**src/lcdPkg.sv**
```systemverilog
package lcdPkg;

	localparam int DataWidth = 8;
	localparam int PageWidth = 3;
	localparam int ColWidth = 7;
	localparam int ChipCols = 64;

	// Controller opcodes, low bits carry the argument
	localparam logic [DataWidth-1:0] CmdDisplayOn = 8'h3F;
	localparam logic [DataWidth-1:0] CmdStartLine = 8'hC0;
	localparam logic [DataWidth-1:0] CmdSetPage = 8'hB8;
	localparam logic [DataWidth-1:0] CmdSetCol = 8'h40;

	localparam int LabelCols = 16;
	localparam int LevelCol = 24;
	localparam int HeartCol = 80;
	localparam int GlyphCols = 8;

	localparam logic [DataWidth-1:0] labelUpper [LabelCols] = '{
		8'h10, 8'hF0, 8'hF0, 8'h10, 8'h00, 8'h00, 8'h00, 8'h00, // L
		8'h20, 8'hE0, 8'hE0, 8'h00, 8'h00, 8'hE0, 8'hE0, 8'h20  // V
	};

	localparam logic [DataWidth-1:0] labelLower [LabelCols] = '{
		8'h00, 8'h0F, 8'h0F, 8'h0C, 8'h0C, 8'h0C, 8'h0E, 8'h00,
		8'h00, 8'h00, 8'h03, 8'h0E, 8'h0E, 8'h03, 8'h00, 8'h00
	};

	localparam logic [DataWidth-1:0] digitUpper [10][GlyphCols] = '{
		'{8'h00, 8'hE0, 8'h18, 8'h08, 8'h08, 8'h18, 8'hE0, 8'h00},
		'{8'h00, 8'h00, 8'h10, 8'h18, 8'hF8, 8'h00, 8'h00, 8'h00},
		'{8'h00, 8'h00, 8'h10, 8'h08, 8'h08, 8'h88, 8'h70, 8'h00},
		'{8'h00, 8'h00, 8'h10, 8'h88, 8'h88, 8'h88, 8'h70, 8'h00},
		'{8'h00, 8'h00, 8'h80, 8'h60, 8'h18, 8'hF8, 8'h00, 8'h00},
		'{8'h00, 8'h00, 8'h78, 8'h48, 8'h48, 8'hC8, 8'h88, 8'h00},
		'{8'h00, 8'hE0, 8'h90, 8'h48, 8'h48, 8'hC8, 8'h00, 8'h00},
		'{8'h00, 8'h00, 8'h08, 8'h08, 8'h88, 8'h68, 8'h18, 8'h00},
		'{8'h00, 8'h00, 8'h70, 8'h88, 8'h88, 8'h88, 8'h70, 8'h00},
		'{8'h00, 8'h00, 8'hF0, 8'h08, 8'h08, 8'h18, 8'hF0, 8'h00}
	};

	localparam logic [DataWidth-1:0] digitLower [10][GlyphCols] = '{
		'{8'h00, 8'h03, 8'h0C, 8'h08, 8'h08, 8'h0C, 8'h03, 8'h00},
		'{8'h00, 8'h00, 8'h08, 8'h08, 8'h0F, 8'h08, 8'h08, 8'h00},
		'{8'h00, 8'h00, 8'h0C, 8'h0E, 8'h0B, 8'h08, 8'h08, 8'h00},
		'{8'h00, 8'h00, 8'h04, 8'h08, 8'h08, 8'h08, 8'h07, 8'h00},
		'{8'h00, 8'h03, 8'h02, 8'h02, 8'h02, 8'h0F, 8'h02, 8'h00},
		'{8'h00, 8'h00, 8'h04, 8'h08, 8'h08, 8'h0C, 8'h07, 8'h00},
		'{8'h00, 8'h03, 8'h0C, 8'h08, 8'h08, 8'h0C, 8'h07, 8'h00},
		'{8'h00, 8'h00, 8'h00, 8'h0C, 8'h03, 8'h00, 8'h00, 8'h00},
		'{8'h00, 8'h00, 8'h07, 8'h08, 8'h08, 8'h08, 8'h07, 8'h00},
		'{8'h00, 8'h00, 8'h08, 8'h09, 8'h09, 8'h05, 8'h03, 8'h00}
	};

	localparam logic [DataWidth-1:0] heartUpper [GlyphCols] = '{
		8'hC0, 8'hE0, 8'hF0, 8'hE0, 8'hE0, 8'hF0, 8'hE0, 8'hC0
	};

	localparam logic [DataWidth-1:0] heartLower [GlyphCols] = '{
		8'h01, 8'h03, 8'h07, 8'h0F, 8'h0F, 8'h07, 8'h03, 8'h01
	};

	// Bit 0 drives CS1, bit 1 drives CS2
	typedef enum logic [1:0] {
		SelLeft = 2'b01,
		SelRight = 2'b10,
		SelBoth = 2'b11
	} chipSel_e;

	typedef union packed {
		logic [DataWidth-1:0] data;
		struct packed {
			logic [1:0] prefix; // Opcode group
			logic [5:0] arg;    // Page, column or line field
		} cmd;
	} lcdWord_u;

endpackage

```
**src/glyphRom.sv**
```systemverilog
`timescale 1ns/1ps

module glyphRom (
	input logic [lcdPkg::ColWidth-1:0] col,
	input logic lowerHalf,
	input logic [3:0] level,
	input logic [2:0] life,
	output logic [lcdPkg::DataWidth-1:0] pattern
);

	localparam int GlyphBits = $clog2(lcdPkg::GlyphCols);

	logic [lcdPkg::ColWidth-1:0] levelOff;
	logic [lcdPkg::ColWidth-1:0] heartOff;
	logic inLabel;
	logic inDigit;
	logic inHeart;

	assign levelOff = col - lcdPkg::ColWidth'(lcdPkg::LevelCol);
	assign heartOff = col - lcdPkg::ColWidth'(lcdPkg::HeartCol);

	assign inLabel = (col < lcdPkg::LabelCols);
	assign inDigit = (col >= lcdPkg::LevelCol) && (col < lcdPkg::LevelCol + lcdPkg::GlyphCols)
		&& (level <= 4'd9); // Two digit levels stay blank
	assign inHeart = (col >= lcdPkg::HeartCol)
		&& (heartOff[lcdPkg::ColWidth-1:GlyphBits] < life); // One glyph per life

	always_comb
	begin
		pattern = '0;
		if (inLabel)
		begin
			if (lowerHalf)
				pattern = lcdPkg::labelLower[col[3:0]];
			else
				pattern = lcdPkg::labelUpper[col[3:0]];
		end
		else if (inDigit)
		begin
			if (lowerHalf)
				pattern = lcdPkg::digitLower[level][levelOff[GlyphBits-1:0]];
			else
				pattern = lcdPkg::digitUpper[level][levelOff[GlyphBits-1:0]];
		end
		else if (inHeart)
		begin
			if (lowerHalf)
				pattern = lcdPkg::heartLower[heartOff[GlyphBits-1:0]];
			else
				pattern = lcdPkg::heartUpper[heartOff[GlyphBits-1:0]];
		end
	end

endmodule

```
**src/statusFrameProducer.sv**
```systemverilog
`timescale 1ns/1ps

module statusFrameProducer #(
	parameter int BufDepth = 4
) (
	input logic CLK,
	input logic RESET,
	input logic [6:0] score,
	input logic [2:0] life,
	input logic creditReturn,
	output logic pushValid,
	output lcdPkg::lcdWord_u pushWord,
	output logic pushIsData,
	output lcdPkg::chipSel_e pushSel
);

	localparam int CreditWidth = $clog2(BufDepth + 1);
	localparam logic [1:0] StInit = 2'd0;
	localparam logic [1:0] StPage = 2'd1;
	localparam logic [1:0] StCol = 2'd2;
	localparam logic [1:0] StData = 2'd3;

	logic [1:0] state;
	logic [1:0] initIdx;
	logic [lcdPkg::PageWidth-1:0] page;
	logic [lcdPkg::ColWidth-1:0] col;
	logic clearing;
	logic [3:0] level;
	logic [3:0] levelNext;
	logic [2:0] lifeReg;
	logic [CreditWidth-1:0] credits;
	logic fire;
	logic [lcdPkg::DataWidth-1:0] cmdOp;
	logic [5:0] cmdArg;
	logic [lcdPkg::DataWidth-1:0] pattern;
	lcdPkg::lcdWord_u nextWord;
	logic nextIsData;
	lcdPkg::chipSel_e nextSel;

	glyphRom glyph (
		.col(col),
		.lowerHalf(page[0]),
		.level(level),
		.life(lifeReg),
		.pattern(pattern)
	);

	assign fire = (credits != '0);

	always_comb
	begin
		if (score < 7'd4)
			levelNext = 4'd1;
		else if (score < 7'd10)
			levelNext = 4'd2;
		else if (score < 7'd19)
			levelNext = 4'd3;
		else
			levelNext = 4'(score / 7'd15) + 4'd3;
	end

	always_comb
	begin
		cmdOp = lcdPkg::CmdSetPage;
		cmdArg = '0;
		nextIsData = 1'b0;
		nextSel = lcdPkg::SelBoth;
		case (state)
			StInit:
			begin
				case (initIdx)
					2'd0: cmdOp = lcdPkg::CmdDisplayOn;
					2'd1: cmdOp = lcdPkg::CmdStartLine; // Line 0
					default: cmdOp = lcdPkg::CmdSetPage;
				endcase
			end
			StPage: cmdArg = 6'(page);
			StCol: cmdOp = lcdPkg::CmdSetCol; // Column 0
			default:
			begin
				nextIsData = 1'b1;
				if (!clearing)
					nextSel = col[lcdPkg::ColWidth-1] ? lcdPkg::SelRight : lcdPkg::SelLeft;
			end
		endcase
		if (nextIsData)
			nextWord.data = clearing ? '0 : pattern;
		else
		begin
			nextWord.cmd.prefix = cmdOp[7:6];
			nextWord.cmd.arg = cmdOp[5:0] | cmdArg;
		end
	end

	always_ff @(posedge CLK or negedge RESET)
	begin
		if (!RESET)
		begin
			state <= StInit;
			initIdx <= '0;
			page <= '0;
			col <= '0;
			clearing <= 1'b1;
			level <= 4'd1;
			lifeReg <= '0;
			pushValid <= 1'b0;
		end
		else
		begin
			pushValid <= fire;
			if (fire)
			begin
				case (state)
					StInit:
					begin
						initIdx <= initIdx + 2'd1;
						if (initIdx == 2'd2)
							state <= StPage;
					end
					StPage:
					begin
						state <= StCol;
						if (!clearing)
						begin
							level <= levelNext; // Held for the whole page
							lifeReg <= life;
						end
					end
					StCol:
						state <= StData;
					default:
					begin
						col <= col + 1'b1;
						if (clearing && col == lcdPkg::ColWidth'(lcdPkg::ChipCols - 1))
						begin
							col <= '0;
							state <= StPage;
							page <= page + 1'b1; // Wraps to page 0 after the last
							if (page == '1)
								clearing <= 1'b0;
						end
						else if (!clearing && col == '1)
						begin
							state <= StPage;
							page <= page ^ lcdPkg::PageWidth'(1); // Upper then lower half
						end
					end
				endcase
			end
		end
	end

	always_ff @(posedge CLK)
	begin
		if (fire)
		begin
			pushWord <= nextWord;
			pushIsData <= nextIsData;
			pushSel <= nextSel;
		end
	end

	always_ff @(posedge CLK or negedge RESET)
	begin
		if (!RESET)
			credits <= CreditWidth'(BufDepth);
		else
		begin
			case ({fire, creditReturn})
				2'b10: credits <= credits - 1'b1;
				2'b01: credits <= credits + 1'b1;
				default: credits <= credits;
			endcase
		end
	end

endmodule

```
**src/lcdWriteFifo.sv**
```systemverilog
`timescale 1ns/1ps

module lcdWriteFifo #(
	parameter int BufDepth = 4
) (
	input logic CLK,
	input logic RESET,
	input logic pushValid,
	input lcdPkg::lcdWord_u pushWord,
	input logic pushIsData,
	input lcdPkg::chipSel_e pushSel,
	input logic popReady,
	output logic popValid,
	output lcdPkg::lcdWord_u popWord,
	output logic popIsData,
	output lcdPkg::chipSel_e popSel,
	output logic creditReturn
);

	localparam int PtrWidth = (BufDepth > 1) ? $clog2(BufDepth) : 1;
	localparam int CountWidth = $clog2(BufDepth + 1);

	logic [lcdPkg::DataWidth-1:0] wordMem [BufDepth];
	logic isDataMem [BufDepth];
	lcdPkg::chipSel_e selMem [BufDepth];
	logic [PtrWidth-1:0] wrPtr;
	logic [PtrWidth-1:0] rdPtr;
	logic [CountWidth-1:0] count;
	logic pop;

	assign pop = popReady && popValid;
	assign popValid = (count != '0);
	assign popIsData = isDataMem[rdPtr];
	assign popSel = selMem[rdPtr];

	always_comb
		popWord.data = wordMem[rdPtr];

	always_ff @(posedge CLK)
	begin
		if (pushValid)
		begin
			wordMem[wrPtr] <= pushWord.data;
			isDataMem[wrPtr] <= pushIsData;
			selMem[wrPtr] <= pushSel;
		end
	end

	always_ff @(posedge CLK or negedge RESET)
	begin
		if (!RESET)
		begin
			wrPtr <= '0;
			rdPtr <= '0;
			count <= '0;
			creditReturn <= 1'b0;
		end
		else
		begin
			creditReturn <= pop; // One credit back per drained word
			if (pushValid)
				wrPtr <= (wrPtr == PtrWidth'(BufDepth - 1)) ? '0 : wrPtr + 1'b1;
			if (pop)
				rdPtr <= (rdPtr == PtrWidth'(BufDepth - 1)) ? '0 : rdPtr + 1'b1;
			case ({pushValid, pop})
				2'b10: count <= count + 1'b1;
				2'b01: count <= count - 1'b1;
				default: count <= count;
			endcase
		end
	end

endmodule

```
**src/lcdBusDriver.sv**
```systemverilog
`timescale 1ns/1ps

module lcdBusDriver #(
	parameter int SetupCycles = 2,
	parameter int PulseCycles = 4,
	parameter int HoldCycles = 2
) (
	input logic CLK,
	input logic RESET,
	input logic popValid,
	input lcdPkg::lcdWord_u popWord,
	input logic popIsData,
	input lcdPkg::chipSel_e popSel,
	output logic popReady,
	output logic [lcdPkg::DataWidth-1:0] lcdData,
	output logic lcdDi,
	output logic lcdCs1,
	output logic lcdCs2,
	output logic lcdEnable,
	output logic lcdRst
);

	localparam int CntWidth = $clog2(SetupCycles + PulseCycles + HoldCycles);
	localparam logic [1:0] DrvIdle = 2'd0;
	localparam logic [1:0] DrvSetup = 2'd1;
	localparam logic [1:0] DrvPulse = 2'd2;
	localparam logic [1:0] DrvHold = 2'd3;

	logic [1:0] state;
	logic [CntWidth-1:0] phaseCnt;

	assign popReady = (state == DrvIdle) && popValid;

	always_ff @(posedge CLK or negedge RESET)
	begin
		if (!RESET)
		begin
			state <= DrvIdle;
			phaseCnt <= '0;
			lcdData <= '0;
			lcdDi <= 1'b0;
			lcdCs1 <= 1'b0;
			lcdCs2 <= 1'b0;
			lcdEnable <= 1'b0;
			lcdRst <= 1'b0;
		end
		else
		begin
			case (state)
				DrvIdle:
				begin
					if (popReady)
					begin
						state <= DrvSetup;
						phaseCnt <= CntWidth'(SetupCycles - 1);
						lcdData <= popWord.data; // Bus held until the hold ends
						lcdDi <= popIsData;
						lcdCs1 <= (popSel == lcdPkg::SelBoth) || (popSel == lcdPkg::SelLeft);
						lcdCs2 <= (popSel == lcdPkg::SelBoth) || (popSel == lcdPkg::SelRight);
						lcdRst <= 1'b1; // Panel out of reset from first cycle on
					end
				end
				DrvSetup:
				begin
					phaseCnt <= phaseCnt - 1'b1;
					if (phaseCnt == '0)
					begin
						state <= DrvPulse;
						phaseCnt <= CntWidth'(PulseCycles - 1);
						lcdEnable <= 1'b1;
					end
				end
				DrvPulse:
				begin
					phaseCnt <= phaseCnt - 1'b1;
					if (phaseCnt == '0)
					begin
						state <= DrvHold;
						phaseCnt <= CntWidth'(HoldCycles - 1);
						lcdEnable <= 1'b0; // Panel latches on this fall
					end
				end
				default:
				begin
					phaseCnt <= phaseCnt - 1'b1;
					if (phaseCnt == '0)
						state <= DrvIdle;
				end
			endcase
		end
	end

endmodule

```
**src/lcdStatusDisplay.sv**
```systemverilog
`timescale 1ns/1ps

module lcdStatusDisplay #(
	parameter int BufDepth = 4,
	parameter int SetupCycles = 2,
	parameter int PulseCycles = 4,
	parameter int HoldCycles = 2
) (
	input logic CLK,
	input logic RESET,
	input logic [6:0] score,
	input logic [2:0] life,
	output logic LCD_ENABLE,
	output logic LCD_RW,
	output logic LCD_DI,
	output logic LCD_CS1,
	output logic LCD_CS2,
	output logic LCD_RST,
	output logic [lcdPkg::DataWidth-1:0] LCD_DATA
);

	logic pushValid;
	lcdPkg::lcdWord_u pushWord;
	logic pushIsData;
	lcdPkg::chipSel_e pushSel;
	logic creditReturn;
	logic popReady;
	logic popValid;
	lcdPkg::lcdWord_u popWord;
	logic popIsData;
	lcdPkg::chipSel_e popSel;

	assign LCD_RW = 1'b0; // Write only, status never read back

	statusFrameProducer #(
		.BufDepth(BufDepth)
	) producer (
		.CLK(CLK),
		.RESET(RESET),
		.score(score),
		.life(life),
		.creditReturn(creditReturn),
		.pushValid(pushValid),
		.pushWord(pushWord),
		.pushIsData(pushIsData),
		.pushSel(pushSel)
	);

	lcdWriteFifo #(
		.BufDepth(BufDepth)
	) writeFifo (
		.CLK(CLK),
		.RESET(RESET),
		.pushValid(pushValid),
		.pushWord(pushWord),
		.pushIsData(pushIsData),
		.pushSel(pushSel),
		.popReady(popReady),
		.popValid(popValid),
		.popWord(popWord),
		.popIsData(popIsData),
		.popSel(popSel),
		.creditReturn(creditReturn)
	);

	lcdBusDriver #(
		.SetupCycles(SetupCycles),
		.PulseCycles(PulseCycles),
		.HoldCycles(HoldCycles)
	) busDriver (
		.CLK(CLK),
		.RESET(RESET),
		.popValid(popValid),
		.popWord(popWord),
		.popIsData(popIsData),
		.popSel(popSel),
		.popReady(popReady),
		.lcdData(LCD_DATA),
		.lcdDi(LCD_DI),
		.lcdCs1(LCD_CS1),
		.lcdCs2(LCD_CS2),
		.lcdEnable(LCD_ENABLE),
		.lcdRst(LCD_RST)
	);

endmodule

```
**config.mk**
```make
export PLATFORM = sky130hd
export DESIGN_NAME = lcdStatusDisplay
export DESIGN_NICKNAME = d
export VERILOG_FILES = /design/src/lcdPkg.sv /design/src/glyphRom.sv /design/src/statusFrameProducer.sv /design/src/lcdWriteFifo.sv /design/src/lcdBusDriver.sv /design/src/lcdStatusDisplay.sv
export SDC_FILE = /design/constraint.sdc
export NUM_CORES = 1
export LEC_CHECK = 0
export BUFFER_PORTS_ARGS = -buffer_cell sky130_fd_sc_hd__buf_2
export CELL_PAD_IN_SITES_DETAIL_PLACEMENT = 0
export CELL_PAD_IN_SITES_GLOBAL_PLACEMENT = 1
export CORE_MARGIN = 10
export CORE_UTILIZATION = 25
export DETAILED_ROUTE_END_ITERATION = 10
export PLACE_DENSITY = 0.53
export SYNTH_ARGS = -nofsm -noshare
export SYNTH_HDL_FRONTEND = slang
export SYNTH_SLANG_ARGS = --single-unit
```
**constraint.sdc**
```tcl
create_clock -name CLK -period 2.3 [get_ports CLK]
set_input_delay 0.46 -clock CLK [delete_from_list [all_inputs] [get_ports CLK]]
set_output_delay 0.46 -clock CLK [all_outputs]
set_load 0.005 [all_outputs]
```
==> reports/metrics.cfg <==
[timing]
drv_slew=0
setup_viol=0
finalHoldViolCount=0
relSlewSlack_pct=58.5
worst_slack_ns=0.0143
period_minus_slack_ns=2.29
fmax_ghz=0.438
period_share_pct=99.4
tightest_slew_ns=0.622
final.setup_skew_ns=0.00936
rsz0062_at_grt=yes

[cells_and_area]
insertedDiodeCount=0
fin_cells=993
drive_gt1_share_pct=24.4
fin_util_pct=30.5
syn_to_final_growth_pct=20.1
nets=715

[pwr]
p_per_area_mw_per_mm2=494
power.static_leakage_nw=3.16
max-vdd-ir-drop_v=0.000337

[die]
pin_count=26
fp.dieW_um=180
dieHeight_um=180
start_util_pct=25.4
rows=58
coreArea_mm2=0.0251
die-area_mm2=0.0323

[global_routing]
grt_use_total_pct=9.13
gr-total-overflow=0
antenna_found_initial=0
grt_max_degree=53
grt_pass1_wl_um=25000
grt_pass1_vias=4767

[synth]
syn_avg_cell_area_um2=10.7
synth_edf_count=55
ys_ff_latch=107
syn_inst=598
synth_warnings=0
syn_nets=655
ys_types=72
ys.flop_type=edfxtp_1
synthArstFlopShare_pct=48.6
syn_area_mm2=0.00637
yosysSeqAreaShare_pct=46.4

[flow_run]
drv_cap=0

[detailed_routing]
vias=4684
dr.pass1.iters=4
wl_um=14900
vias_per_cell=4.72
drtIter0Drc=311
drc_errors=0
wl_per_cell_um=15.0
ant_nets=0

[worst_setup_path]
cp_slowest_cell=ha_1
endpoint_kind=register
reg2reg_from=producer.level[0]
r2r_slack_ns=0.08
critPathArrivalTime_ns=2.57
crit_top_cell=a21oi_1
path_cells=buf_2 > nand3_2 > nor2_1 > nand3b_1 > o21ai_1 > ha_1 > and3_1 > o31ai_2 > a22o_1 > nand2_1 > a21oi_2 > ha_2 > nor3_1 > a21oi_1 > o221a_1 > a21oi_1
cpPeakStageDelay_ns=0.26
critPathKind=input pin to register
required_ns=2.59
startpoint_type=input pin
worstSetupStartpoint=score[4]
path_max_fanout=4
r2r_cells=8

[clock_network]
cts_sinks=107
cts-root-buf=clkbuf_16
cts_tree=done
path_clk_slew_ns=0.08
cts_made_buffers=9
htree_levels=3
cts_max_path_buffers=2
clk_latency_ns=0.35

[status]
outcome=complete, no violations

[place]
place_inst=976
pre_cts_slack_ns=-0.368
place_congestion=0.823
hpwl_um=10900
io_buffers=24

[min_path]
hp-class=input pin to async pin

==> metrics by stage <==
stage / instance area (um2) / hold slack [ns] / setup TNS, ns / total power, W
3_5_place_dp: 7230 / 0.468 / -0.554 / 0.00220
6_report: 7650 / 0.0992 / 0 / 0.00378
4_1_cts: 7550 / 0.109 / 0 / 0.00383
3_3_place_gp: 7230 / 0.449 / -0.494 / 0.00220
2_1_floorplan: 6410 / 0.164 / -0.280 / 0.00212
5_1_grt: 7650 / 0.132 / -0.208 / 0.00393
==> cell families (layout without fill, tap and decap cells) <==
logic type                 after synthesis  after routing  synth area share (%)
DFF                                    107            107                  46.4
muxes                                   38             38                  8.54
AOI/OAI and AO/OA                      171            171                  17.8
adders and majority gates               46             46                  9.13
buffers and inverters                   70            135                  4.89
xor gates and xnor gates                15             15                  2.06
and+or+nand+nor                        150            150                  11.1
other                                    1              1                0.0588
==> layout make-up <==
class | instances | area (um2)
Tap cell | 330 | 413
Inverter | 35 | 131
Multi-Input combinational cell | 421 | 3220
Fill cell | 2645 | 17500
Clock inverter | 6 | 78.8
Clock buffer | 10 | 229
Sequential cell | 107 | 2960
Timing Repair Buffer | 84 | 624
==> worst max-delay path, delay by kind of cell <==
kind | cells | cell delay (ns)
adders and majority gates | 2 | 0.48
and+or+nand+nor | 6 | 0.68
AOI/OAI and AO/OA | 7 | 0.85
buffers and inverters | 1 | 0.09
==> synth_stat cells, types with 3 or more instances <==
library cell	count	area, um2
mux2_1	4	45.0
mux2_2	17	191
o211ai_1	6	45.0
buf_4	3	22.5
clkbuf_1	9	33.8
nand2b_1	13	81.3
o31ai_1	5	37.5
ha_1	44	551
dfrtp_1	49	1230
nor2b_1	11	68.8
xnor2_1	7	61.3
a211oi_1	6	45.0
edfxtp_1	55	1650
o21ai_0	34	170
buf_1	3	11.3
a21oi_1	44	220
inv_1	32	120
dfstp_2	3	78.8
mux4_2	11	248
o22ai_1	9	56.3
a22oi_1	7	52.6
a21o_1	3	22.5
a31oi_1	10	62.6
or3_1	3	18.8
xor2_1	8	70.1
nand2_1	46	173
mux2i_1	6	60.1
nor2_1	37	139
o21ai_1	11	55.1
inv_2	3	11.3
buf_2	18	90.1
nor3_1	10	50.1
nand3_1	12	60.1
nand4_1	3	18.8
and2_1	7	43.8
==> flip-flops by register name (all words and copies together), names as in the netlist, 3 cells and up <==
name / cells
producer.col: 7
producer.level: 4
producer.pushWord: 8
writeFifo.isDataMem: 4
producer.credits: 3
writeFifo.count: 3
writeFifo.selMem: 8
producer.page: 3
busDriver.lcdData: 8
writeFifo.wordMem: 32
producer.lifeReg: 3
busDriver.phaseCnt: 3
==> what timing repair did <==
action | 4_1_cts | 5_1_grt
pin swaps | 3 | 9
gates resized for setup | 2 | 20
setup buffers | 0 | 1
gates cloned | 0 | 0
hold buffers | 0 | 0
setup endpoints to repair | 2 | 8
==> final timing paths <==
path | end
max | producer.level[2]
min | writeFifo.count[2]
max reg2reg | producer.pushWord[1]
min reg2reg | writeFifo.count[2]
max in group asynchronous | producer.clearing
min in group CLK | producer.lifeReg[2]
==> power by group <==
group / leakage (nW) / internal, W / switching (W) / total [W]
Combinational: 1.76 / 0.0000738 / 0.0000912 / 0.000165
Clock: 0.152 / 0.000871 / 0.000748 / 0.00162
Sequential: 1.24 / 0.00200 / 0 / 0.00200
Total: 3.16 / 0.00294 / 0.000839 / 0.00378
==> layer usage <==
layer  track usage (%)  up-vias  wire length, um  part of all wire [%]
met4              2.88        0              233                   1.6
met3              1.95       17              539                   3.6
li1                  -     2309                -                     -
met5                 0        -                0                     0
met2              14.9       80             7090                    48
met1              11.8     2278             7050                    47
==> cell usage in the layout (no fill, tap or decap), types with 6 or more instances in the layout <==
| cell | netlist | layout |
|---|---|---|
| edfxtp_1 | 55 | 55 |
| ha_1 | 44 | 42 |
| o211ai_1 | 6 | 6 |
| buf_4 | 3 | 55 |
| nor2_1 | 37 | 37 |
| mux2i_1 | 6 | 6 |
| clkbuf_16 | 0 | 9 |
| nand3_1 | 12 | 11 |
| o21ai_0 | 34 | 31 |
| xor2_1 | 8 | 8 |
| o22ai_1 | 9 | 9 |
| nor2b_1 | 11 | 9 |
| mux4_2 | 11 | 11 |
| nand2b_1 | 13 | 12 |
| and2_1 | 7 | 7 |
| inv_1 | 32 | 32 |
| a21oi_1 | 44 | 41 |
| dfrtp_1 | 49 | 49 |
| o21ai_1 | 11 | 14 |
| xnor2_1 | 7 | 7 |
| buf_2 | 18 | 24 |
| nand2_1 | 46 | 45 |
| nor3_1 | 10 | 10 |
| mux2_2 | 17 | 17 |
| a31oi_1 | 10 | 10 |
Power figures use the tool's default switching activity.
